File: src/hw/core_params_pkg.sv
package core_params_pkg;

   ////////////////////////////////////////////////////////////
   // Register files and ROB sizing
   ////////////////////////////////////////////////////////////

   localparam int arf_num      = 32;
   localparam int arf_width    = 5;
   localparam int prf_num      = 64;
   localparam int prf_width    = 6;
   localparam int rob_depth    = 16;
   localparam int rob_width    = 4;
   localparam int rename_width = 2;   // Instructions renamed per cycle

   ////////////////////////////////////////////////////////////
   // Index types
   ////////////////////////////////////////////////////////////

   typedef logic [arf_width-1:0] arf_id_t;   // Architectural register
   typedef logic [prf_width-1:0] prf_id_t;   // Physical register
   typedef logic [rob_width-1:0] rob_idx_t;  // ROB slot, wraps at rob_depth

endpackage

File: src/hw/rename_types_pkg.sv
package rename_types_pkg;

   // One instruction entering rename
   typedef struct packed {
      logic                     valid;
      logic                     rd_valid;
      core_params_pkg::arf_id_t rd_id;
      core_params_pkg::arf_id_t rs1_id;
      core_params_pkg::arf_id_t rs2_id;
   } rename_slot_t;

   // Rename outcome handed downstream
   typedef struct packed {
      core_params_pkg::prf_id_t  prf_rs1;
      core_params_pkg::prf_id_t  prf_rs2;
      core_params_pkg::prf_id_t  prd;       // New mapping of rd
      core_params_pkg::prf_id_t  prd_old;   // Mapping it replaces
      core_params_pkg::rob_idx_t rob_idx;
   } rename_result_t;

   typedef struct packed {
      logic                     valid;
      logic                     wb;        // Entry wrote a destination
      core_params_pkg::arf_id_t arf_id;
      core_params_pkg::prf_id_t prf_id;
      core_params_pkg::prf_id_t prf_old;
   } retire_slot_t;

   // Replayed write, also reused for register releases
   typedef struct packed {
      logic                     valid;
      core_params_pkg::arf_id_t arf_id;
      core_params_pkg::prf_id_t prf_id;
   } walk_slot_t;

   ////////////////////////////////////////////////////////////
   // Recovery sequence
   ////////////////////////////////////////////////////////////

   typedef enum logic [1:0] {
      rob_idle,
      rob_squash,     // Pop younger entries from the tail
      rob_rollback,   // Speculative table loads retirement table
      rob_walk        // Replay survivors oldest first
   } rob_state_t;

endpackage

File: src/hw/free_list.sv
module free_list (
   input  logic                         clk,
   input  logic                         reset_n,
   input  logic                         alloc_req [core_params_pkg::rename_width],
   input  rename_types_pkg::walk_slot_t releases  [2*core_params_pkg::rename_width],
   output core_params_pkg::prf_id_t     alloc_prf [core_params_pkg::rename_width],
   output logic                         two_free
);

   logic [core_params_pkg::prf_num-1:0] free_map;
   logic [core_params_pkg::prf_num-1:0] free_next;

   ////////////////////////////////////////////////////////////
   // Pickers from opposite ends of the bitmap
   ////////////////////////////////////////////////////////////

   always_comb begin
      alloc_prf[0] = '0;
      alloc_prf[1] = '0;
      // Downward scan leaves the lowest free bit
      for (int i = core_params_pkg::prf_num - 1; i >= 0; i--) begin
         if (free_map[i]) alloc_prf[0] = core_params_pkg::prf_id_t'(i);
      end
      for (int i = 0; i < core_params_pkg::prf_num; i++) begin
         if (free_map[i]) alloc_prf[1] = core_params_pkg::prf_id_t'(i);
      end
   end

   always_comb begin
      free_next = free_map;
      for (int i = 0; i < 2 * core_params_pkg::rename_width; i++) begin
         if (releases[i].valid) free_next[releases[i].prf_id] = 1'b1;
      end
      for (int i = 0; i < core_params_pkg::rename_width; i++) begin
         if (alloc_req[i]) free_next[alloc_prf[i]] = 1'b0;
      end
   end

   always_ff @(posedge clk) begin
      if (!reset_n) begin
         // Upper half free, lower half holds the identity map
         free_map <= {{(core_params_pkg::prf_num - core_params_pkg::arf_num){1'b1}},
                      {core_params_pkg::arf_num{1'b0}}};
         two_free <= 1'b0;
      end else begin
         free_map <= free_next;
         two_free <= ($countones(free_next) >= 2);
      end
   end

endmodule

File: src/hw/maptable.sv
module maptable (
   input  logic                           clk,
   input  logic                           reset_n,
   input  rename_types_pkg::rename_slot_t rename_in [core_params_pkg::rename_width],
   input  logic                           accept    [core_params_pkg::rename_width],
   input  core_params_pkg::prf_id_t       alloc_prf [core_params_pkg::rename_width],
   input  rename_types_pkg::retire_slot_t retire    [core_params_pkg::rename_width],
   input  rename_types_pkg::walk_slot_t   walk      [core_params_pkg::rename_width],
   input  rename_types_pkg::rob_state_t   rob_state,
   output core_params_pkg::prf_id_t       src_prf   [2*core_params_pkg::rename_width],
   output core_params_pkg::prf_id_t       prd_old   [core_params_pkg::rename_width]
);

   core_params_pkg::prf_id_t spec      [core_params_pkg::arf_num];
   core_params_pkg::prf_id_t spec_next [core_params_pkg::arf_num];
   core_params_pkg::prf_id_t arch      [core_params_pkg::arf_num];
   core_params_pkg::prf_id_t arch_next [core_params_pkg::arf_num];
   logic                     wr0;
   logic                     wr1;

   assign wr0 = accept[0] && rename_in[0].rd_valid;
   assign wr1 = accept[1] && rename_in[1].rd_valid;

   ////////////////////////////////////////////////////////////
   // Reads, with slot 0 bypassed into slot 1
   ////////////////////////////////////////////////////////////

   always_comb begin
      src_prf[0] = spec[rename_in[0].rs1_id];
      src_prf[1] = spec[rename_in[0].rs2_id];
      src_prf[2] = (wr0 && rename_in[1].rs1_id == rename_in[0].rd_id) ?
                   alloc_prf[0] : spec[rename_in[1].rs1_id];
      src_prf[3] = (wr0 && rename_in[1].rs2_id == rename_in[0].rd_id) ?
                   alloc_prf[0] : spec[rename_in[1].rs2_id];
      prd_old[0] = spec[rename_in[0].rd_id];
      // Same rd in one group: slot 1 replaces slot 0's fresh register
      prd_old[1] = (wr0 && rename_in[1].rd_id == rename_in[0].rd_id) ?
                   alloc_prf[0] : spec[rename_in[1].rd_id];
   end

   ////////////////////////////////////////////////////////////
   // Speculative table
   ////////////////////////////////////////////////////////////

   // Slot 1 is written last so it wins a double write
   always_comb begin
      spec_next = spec;
      if (rob_state == rename_types_pkg::rob_walk) begin
         if (walk[0].valid) spec_next[walk[0].arf_id] = walk[0].prf_id;
         if (walk[1].valid) spec_next[walk[1].arf_id] = walk[1].prf_id;
      end else begin
         if (wr0) spec_next[rename_in[0].rd_id] = alloc_prf[0];
         if (wr1) spec_next[rename_in[1].rd_id] = alloc_prf[1];
      end
   end

   always_ff @(posedge clk) begin
      if (!reset_n) begin
         for (int i = 0; i < core_params_pkg::arf_num; i++) begin
            spec[i] <= core_params_pkg::prf_id_t'(i);   // Identity map
         end
      end else if (rob_state == rename_types_pkg::rob_rollback) begin
         spec <= arch;
      end else begin
         spec <= spec_next;
      end
   end

   ////////////////////////////////////////////////////////////
   // Retirement table
   ////////////////////////////////////////////////////////////

   always_comb begin
      arch_next = arch;
      for (int i = 0; i < core_params_pkg::rename_width; i++) begin
         if (retire[i].valid && retire[i].wb) begin
            arch_next[retire[i].arf_id] = retire[i].prf_id;
         end
      end
   end

   always_ff @(posedge clk) begin
      if (!reset_n) begin
         for (int i = 0; i < core_params_pkg::arf_num; i++) begin
            arch[i] <= core_params_pkg::prf_id_t'(i);
         end
      end else begin
         arch <= arch_next;   // Keeps retiring during walk too
      end
   end

endmodule

File: src/hw/rename_rob.sv
module rename_rob (
   input  logic                             clk,
   input  logic                             reset_n,
   input  logic                             accept    [core_params_pkg::rename_width],
   input  rename_types_pkg::rename_slot_t   rename_in [core_params_pkg::rename_width],
   input  rename_types_pkg::rename_result_t result    [core_params_pkg::rename_width],
   input  logic                             complete_valid,
   input  core_params_pkg::rob_idx_t        complete_idx,
   input  logic                             mispredict_valid,
   input  core_params_pkg::rob_idx_t        mispredict_idx,
   output core_params_pkg::rob_idx_t        rob_idx     [core_params_pkg::rename_width],
   output logic                             room,
   output rename_types_pkg::retire_slot_t   retire      [core_params_pkg::rename_width],
   output rename_types_pkg::walk_slot_t     walk        [core_params_pkg::rename_width],
   output rename_types_pkg::walk_slot_t     squash_free [core_params_pkg::rename_width],
   output rename_types_pkg::rob_state_t     rob_state
);

   // Entry storage
   logic                      ent_rd_valid [core_params_pkg::rob_depth];
   core_params_pkg::arf_id_t  ent_rd_id    [core_params_pkg::rob_depth];
   core_params_pkg::prf_id_t  ent_prd      [core_params_pkg::rob_depth];
   core_params_pkg::prf_id_t  ent_prd_old  [core_params_pkg::rob_depth];
   logic                      ent_done     [core_params_pkg::rob_depth];

   core_params_pkg::rob_idx_t head, tail;
   core_params_pkg::rob_idx_t branch_idx;   // Surviving mispredicted branch
   core_params_pkg::rob_idx_t walk_ptr;
   core_params_pkg::rob_idx_t br_off, sq_left;
   logic [core_params_pkg::rob_width:0] count;
   logic [core_params_pkg::rob_width:0] keep;        // Retirable survivors
   logic [core_params_pkg::rob_width:0] walk_left;
   logic [core_params_pkg::rob_width:0] mkeep, lim;
   logic [1:0] acc_cnt, ret_cnt, pop_cnt, walk_cnt, pend;
   logic       ret0, ret1, pop0, pop1, w0, w1;

   ////////////////////////////////////////////////////////////
   // Allocation and retire selection
   ////////////////////////////////////////////////////////////

   always_comb begin
      rob_idx[0] = tail;
      rob_idx[1] = accept[0] ? tail + 1'b1 : tail;
      acc_cnt    = {1'b0, accept[0]} + {1'b0, accept[1]};
      room       = (count <= core_params_pkg::rob_depth - 2);

      // Nothing past the branch may retire once it has mispredicted
      br_off = mispredict_idx - head;
      mkeep  = {1'b0, br_off} + 1'b1;
      if (rob_state == rename_types_pkg::rob_idle) lim = mispredict_valid ? mkeep : count;
      else lim = keep;
      ret0    = (lim >= 1) && ent_done[head];
      ret1    = ret0 && (lim >= 2) && ent_done[head + 1'b1];
      ret_cnt = {1'b0, ret0} + {1'b0, ret1};
      pend    = {1'b0, retire[0].valid} + {1'b0, retire[1].valid};   // Not yet in arch table
   end

   ////////////////////////////////////////////////////////////
   // Squash pops and walk replay
   ////////////////////////////////////////////////////////////

   always_comb begin
      sq_left  = tail - branch_idx - 1'b1;
      pop0     = (rob_state == rename_types_pkg::rob_squash) && (sq_left >= 1);
      pop1     = (rob_state == rename_types_pkg::rob_squash) && (sq_left >= 2);
      pop_cnt  = {1'b0, pop0} + {1'b0, pop1};
      w0       = (rob_state == rename_types_pkg::rob_walk) && (walk_left >= 1);
      w1       = (rob_state == rename_types_pkg::rob_walk) && (walk_left >= 2);
      walk_cnt = {1'b0, w0} + {1'b0, w1};

      squash_free[0] = '{valid: pop0 && ent_rd_valid[tail - 1'b1],
                         arf_id: ent_rd_id[tail - 1'b1], prf_id: ent_prd[tail - 1'b1]};
      squash_free[1] = '{valid: pop1 && ent_rd_valid[tail - 2'd2],
                         arf_id: ent_rd_id[tail - 2'd2], prf_id: ent_prd[tail - 2'd2]};
      walk[0] = '{valid: w0 && ent_rd_valid[walk_ptr],
                  arf_id: ent_rd_id[walk_ptr], prf_id: ent_prd[walk_ptr]};
      walk[1] = '{valid: w1 && ent_rd_valid[walk_ptr + 1'b1],
                  arf_id: ent_rd_id[walk_ptr + 1'b1], prf_id: ent_prd[walk_ptr + 1'b1]};
   end

   always_ff @(posedge clk) begin
      for (int i = 0; i < core_params_pkg::rename_width; i++) begin
         if (accept[i]) begin
            ent_rd_valid[rob_idx[i]] <= rename_in[i].rd_valid;
            ent_rd_id[rob_idx[i]]    <= rename_in[i].rd_id;
            ent_prd[rob_idx[i]]      <= result[i].prd;
            ent_prd_old[rob_idx[i]]  <= result[i].prd_old;
            ent_done[rob_idx[i]]     <= 1'b0;
         end
      end
      if (complete_valid) ent_done[complete_idx] <= 1'b1;
   end

   ////////////////////////////////////////////////////////////
   // Pointers, retire register and recovery FSM
   ////////////////////////////////////////////////////////////

   always_ff @(posedge clk) begin
      if (!reset_n) begin
         rob_state  <= rename_types_pkg::rob_idle;
         head       <= '0;
         tail       <= '0;
         count      <= '0;
         keep       <= '0;
         walk_ptr   <= '0;
         walk_left  <= '0;
         branch_idx <= '0;
         retire[0]  <= '0;
         retire[1]  <= '0;
      end else begin
         head  <= head + ret_cnt;
         tail  <= tail + acc_cnt - pop_cnt;
         count <= count + acc_cnt - ret_cnt - pop_cnt;
         keep  <= lim - ret_cnt;
         retire[0] <= '{valid: ret0, wb: ent_rd_valid[head], arf_id: ent_rd_id[head],
                        prf_id: ent_prd[head], prf_old: ent_prd_old[head]};
         retire[1] <= '{valid: ret1, wb: ent_rd_valid[head + 1'b1],
                        arf_id: ent_rd_id[head + 1'b1], prf_id: ent_prd[head + 1'b1],
                        prf_old: ent_prd_old[head + 1'b1]};
         case (rob_state)
            rename_types_pkg::rob_idle: begin
               if (mispredict_valid) begin
                  rob_state  <= rename_types_pkg::rob_squash;
                  branch_idx <= mispredict_idx;
               end
            end
            rename_types_pkg::rob_squash: begin
               if (sq_left <= 2) rob_state <= rename_types_pkg::rob_rollback;
            end
            rename_types_pkg::rob_rollback: begin
               // Walk from the oldest entry the arch table still lacks
               rob_state <= rename_types_pkg::rob_walk;
               walk_ptr  <= head - pend;
               walk_left <= keep + pend;
            end
            default: begin
               walk_ptr  <= walk_ptr + walk_cnt;
               walk_left <= walk_left - walk_cnt;
               if (walk_left <= 2) rob_state <= rename_types_pkg::rob_idle;
            end
         endcase
      end
   end

endmodule

File: src/hw/rename_unit.sv
module rename_unit (
   input  logic                             clk,
   input  logic                             reset_n,
   input  rename_types_pkg::rename_slot_t   rename_in  [core_params_pkg::rename_width],
   output logic                             rename_ready,
   output rename_types_pkg::rename_result_t rename_out [core_params_pkg::rename_width],
   input  logic                             complete_valid,
   input  core_params_pkg::rob_idx_t        complete_idx,
   input  logic                             mispredict_valid,
   input  core_params_pkg::rob_idx_t        mispredict_idx,
   output rename_types_pkg::retire_slot_t   retire_out [core_params_pkg::rename_width]
);

   logic                         accept      [core_params_pkg::rename_width];
   logic                         alloc_req   [core_params_pkg::rename_width];
   core_params_pkg::prf_id_t     alloc_prf   [core_params_pkg::rename_width];
   core_params_pkg::prf_id_t     src_prf     [2*core_params_pkg::rename_width];
   core_params_pkg::prf_id_t     prd_old     [core_params_pkg::rename_width];
   core_params_pkg::rob_idx_t    rob_idx     [core_params_pkg::rename_width];
   rename_types_pkg::walk_slot_t walk        [core_params_pkg::rename_width];
   rename_types_pkg::walk_slot_t squash_free [core_params_pkg::rename_width];
   rename_types_pkg::walk_slot_t releases    [2*core_params_pkg::rename_width];
   rename_types_pkg::rob_state_t rob_state;
   logic                         two_free;
   logic                         room;

   // Need two registers and two ROB slots so a full group always fits
   assign rename_ready = (rob_state == rename_types_pkg::rob_idle) && two_free && room;

   always_comb begin
      for (int i = 0; i < core_params_pkg::rename_width; i++) begin
         accept[i]     = rename_in[i].valid && rename_ready;
         alloc_req[i]  = accept[i] && rename_in[i].rd_valid;
         rename_out[i] = '{prf_rs1: src_prf[2*i], prf_rs2: src_prf[2*i+1],
                           prd: alloc_prf[i], prd_old: prd_old[i], rob_idx: rob_idx[i]};
         releases[i]   = '{valid: retire_out[i].valid && retire_out[i].wb,
                           arf_id: retire_out[i].arf_id, prf_id: retire_out[i].prf_old};
         releases[i + core_params_pkg::rename_width] = squash_free[i];
      end
   end

   maptable u_maptable (
      .clk, .reset_n, .rename_in, .accept, .alloc_prf,
      .retire (retire_out), .walk, .rob_state, .src_prf, .prd_old
   );

   free_list u_free_list (
      .clk, .reset_n, .alloc_req, .releases, .alloc_prf, .two_free
   );

   rename_rob u_rename_rob (
      .clk, .reset_n, .accept, .rename_in, .result (rename_out),
      .complete_valid, .complete_idx, .mispredict_valid, .mispredict_idx,
      .rob_idx, .room, .retire (retire_out), .walk, .squash_free, .rob_state
   );

endmodule

File: config.mk
export PLATFORM = sky130hd
export DESIGN_NAME = rename_unit
export DESIGN_NICKNAME = d
export VERILOG_FILES = /design/src/hw/core_params_pkg.sv /design/src/hw/rename_types_pkg.sv /design/src/hw/free_list.sv /design/src/hw/maptable.sv /design/src/hw/rename_rob.sv /design/src/hw/rename_unit.sv
export SDC_FILE = /design/constraint.sdc
export NUM_CORES = 2
export LEC_CHECK = 0
export BUFFER_PORTS_ARGS = -buffer_cell sky130_fd_sc_hd__buf_4
export CORE_MARGIN = 2
export CORE_UTILIZATION = 30
export CTS_BUF_LIST = sky130_fd_sc_hd__clkbuf_4 sky130_fd_sc_hd__clkbuf_8
export DETAILED_ROUTE_END_ITERATION = 8
export PLACE_DENSITY = 0.48
export SYNTH_ARGS = -nofsm -noshare
export SYNTH_HDL_FRONTEND = slang
export SYNTH_HIERARCHICAL = 1
export SYNTH_SLANG_ARGS = --single-unit
File: constraint.sdc
create_clock -name clk -period 8.8 [get_ports clk]
set_input_delay 1.76 -clock clk [delete_from_list [all_inputs] [get_ports clk]]
set_output_delay 1.76 -clock clk [all_outputs]
set_load 0.01 [all_outputs]
==> impl_metrics.ini <==
[finish]
multiInputGateArea_um2 = 48400
finish.cell_count_without_fillers = 10700
fillers = 24300
finalNetCount = 7517
area.sequential_um2 = 19500
final_core_util_pct = 33.7
post_route_cells_drive_above_1_share_pct = 26.8
most_frequent_cells_in_the_layout = sky130_fd_sc_hd__mux4_2, sky130_fd_sc_hd__o21ai_0, sky130_fd_sc_hd__nand3_1
layout.cells.most_common = sky130_fd_sc_hd__mux4_2
flow.area_growth_from_synthesis_pct = 11.6

[drt]
detail_route.iter0.violations = 13800
routed-wl-met2_mm = 167
route.detailed.vias_per_inst = 7.09
post-route-drc-count = 20
routed_wl_mm = 414
routed-wl-met3_mm = 64.9
detail_route.first_pass.iterations = 9
num_vias = 75600
routed_wire_length_per_instance_um = 38.8
routedLengthMet1_mm = 157
top_signal_layer_used = met5
route.antenna.remaining_nets = 0

[cts]
cts_max_level = 4
cts_tree = built
numCtsBuffers = 165
hold_buffers = 0
clock_tree.buffer_depth = 3
ctsRootBufferMaster = sky130_fd_sc_hd__clkbuf_8
worst_skew_pair.late_latency_ps = 1050
cts.clk_slew.worst_paths_ps = 60
cts.sink_count = 828

[timing]
rel_slew_slack_pct = 3.90
setup_violations = 0
final_hold_viol_count = 0
maxClockFrequency_mhz = 118
fin_skew_ps = 109
setup-tns-final_ps = 0
total_count_of_max_transition_violations_in_the_final_report = 0
post_layout_min_period_ps = 8450
timing_worst_slew_pin_value_ps = 1440
rsz0062_at_grt = no
timing.final.crit_share_pct = 96.0

[synth]
syn_inst = 7560
yosysWarnings = 6
syn_nets = 7742
mappedNetlistArea_um2 = 72000
syn_area_cell_um2 = 9.52

[setup_path]
slowest_delay_ps = 610
critical_path_buf_inv_count = 5
critical_path.cell_chain = inv_1, ha_1, buf_12, mux4_2, mux4_2, or3b_2, o22ai_1, buf_4, nor3_1, nor3_1, fa_1, fa_1, inv_1, fa_1, fa_1, fa_1, fa_1, fa_1, fa_1, inv_1, ha_1, fa_1, nor4_1, a31oi_1
cp_common_cell = sky130_fd_sc_hd__fa_1
critPathLaunchType = flip-flop
worstSetupEndpointType = flip-flop
required_time_of_the_critical_path_ps = 9710
path_delay_family = adder cells
critical-path-slowest-cell = sky130_fd_sc_hd__or3b_2
path_max_fanout = 29
path_class = flip-flop to flip-flop
critPathArrivalTime_ps = 9360

[floorplan]
core_region_um2 = 238000
fp.dieH_um = 494
core.rowCount = 179
floorplan.io_pins = 141
starting_density_pct = 30.2
die_w_um = 494
floorplan.die_area_um2 = 244000

[outcome]
run_status = finished with violations
failed_checks = design-rule violations

[placed_design]
hpwlAfterDp_mm = 274
finalWeightedCongestion = 1.03
place.detailed.instances = 10300
port-buffer-count = 140

[pwr]
power_frac_comb_pct = 59.4
power.share.switching_pct = 51.7
power_per_cell_area_nw_per_um2 = 335
ir_worst_vdd_v = 0.000613
power.sequential.fraction_pct = 23.9
power.leakage_uw = 0.0251
clockPowerShare_pct = 16.7
power.internal_uw = 13000
p_switching_uw = 13900

[global_routing]
grt_antenna_before_repair = 39
vias_in_the_first_global_route = 70300
grt_start_max_net_pins = 170
first_pass_grt_wire_length_mm = 568
gr-total-overflow = 0
global_route.usage.total_pct = 32.4

[worst_hold_path]
timing.hold.worst.class = flip-flop to flip-flop

[job]
cap_violations = 0
[power by group through the flow]
stage | Combinational [uW] | Sequential (uW) | Clock [uW]
final | 16000 | 6430 | 4490
after floorplan | 9350 | 5420 | 0
after CTS | 15200 | 6220 | 4540
after detailed placement | 15200 | 6300 | 0
after global placement | 15100 | 6260 | 0
after global routing | 16400 | 6360 | 4690
[worst paths after layout]
check | from | endpoint | slack (ps) | cells after the start
max | u_rename_rob/tail[1]$_SDFF_PN0_ | u_free_list/two_free$_SDFF_PN0_ | 350 | 24
min | u_rename_rob/branch_idx[2]$_SDFFE_PN0P_ | u_rename_rob/branch_idx[2]$_SDFFE_PN0P_ | 470 | 2
max reg2reg | u_rename_rob/tail[1]$_SDFF_PN0_ | u_free_list/two_free$_SDFF_PN0_ | 350 | 24
min reg2reg | u_rename_rob/branch_idx[2]$_SDFFE_PN0P_ | u_rename_rob/branch_idx[2]$_SDFFE_PN0P_ | 470 | 2
[per-stage QoR]
| step | setup WS [ps] | power, uW | cell area (um^2) | hold WS, ps |
|---|---|---|---|---|
| after CTS | 252 | 26000 | 80300 | 468 |
| after global routing | 59.7 | 27500 | 80300 | 494 |
| after global placement | 165 | 21400 | 76600 | 453 |
| after detailed placement | 136 | 21500 | 76600 | 452 |
| after floorplan | 44.4 | 14800 | 72000 | 436 |
| final | 350 | 26900 | 80400 | 472 |
[worst register-to-register path, cell delays in order, from the launching register on]
cell and delay, ps:
sky130_fd_sc_hd__dfxtp_2 350, sky130_fd_sc_hd__inv_1 100, sky130_fd_sc_hd__ha_1 340, sky130_fd_sc_hd__buf_12 210, sky130_fd_sc_hd__mux4_2 350, sky130_fd_sc_hd__mux4_2 600
sky130_fd_sc_hd__or3b_2 620, sky130_fd_sc_hd__o22ai_1 220, sky130_fd_sc_hd__buf_4 160, sky130_fd_sc_hd__nor3_1 60, sky130_fd_sc_hd__nor3_1 300, sky130_fd_sc_hd__fa_1 460
sky130_fd_sc_hd__fa_1 590, sky130_fd_sc_hd__inv_1 80, sky130_fd_sc_hd__fa_1 520, sky130_fd_sc_hd__fa_1 430, sky130_fd_sc_hd__fa_1 460, sky130_fd_sc_hd__fa_1 530
sky130_fd_sc_hd__fa_1 450, sky130_fd_sc_hd__fa_1 510, sky130_fd_sc_hd__inv_1 50, sky130_fd_sc_hd__ha_1 200, sky130_fd_sc_hd__fa_1 430, sky130_fd_sc_hd__nor4_1 190
sky130_fd_sc_hd__a31oi_1 110
[registers in the layout, indices dropped and copies added (netlist names), 16 cells and up, named ones only]
| signal | cells |
|---|---|
| u_maptable/arch | 192 |
| u_maptable/spec | 192 |
| u_rename_rob/ent_prd | 96 |
| u_rename_rob/ent_prd_old | 96 |
| u_rename_rob/ent_rd_id | 80 |
| u_free_list/free_map | 64 |
| u_rename_rob/retire | 38 |
| u_rename_rob/ent_done | 16 |
| u_rename_rob/ent_rd_valid | 16 |
[layout make-up]
cell class / count / share of cell area [%]
Sequential cell: 828 / 24.3
Multi-Input combinational cell: 5591 / 60.2
Clock buffer: 241 / 3.72
Inverter: 250 / 1.17
Tap cell: 3167 / 4.93
Timing Repair Buffer: 499 / 4.80
Antenna cell: 23 / 0.0716
Clock inverter: 61 / 0.813
[metal layers]
layer | GRT usage [%] | vias up
li1 | - | 29600
met2 | 45.1 | 6656
met1 | 42.4 | 37900
met5 | 0 | -
met4 | 16.1 | 22
met3 | 14.3 | 1437
[repair_timing]
action	CTS	global route
hold endpoints to repair	0	0
gates resized for setup	0	5
setup buffers	0	4
setup endpoints to repair	0	1
No activity file was read; power rests on OpenSTA's default activity.
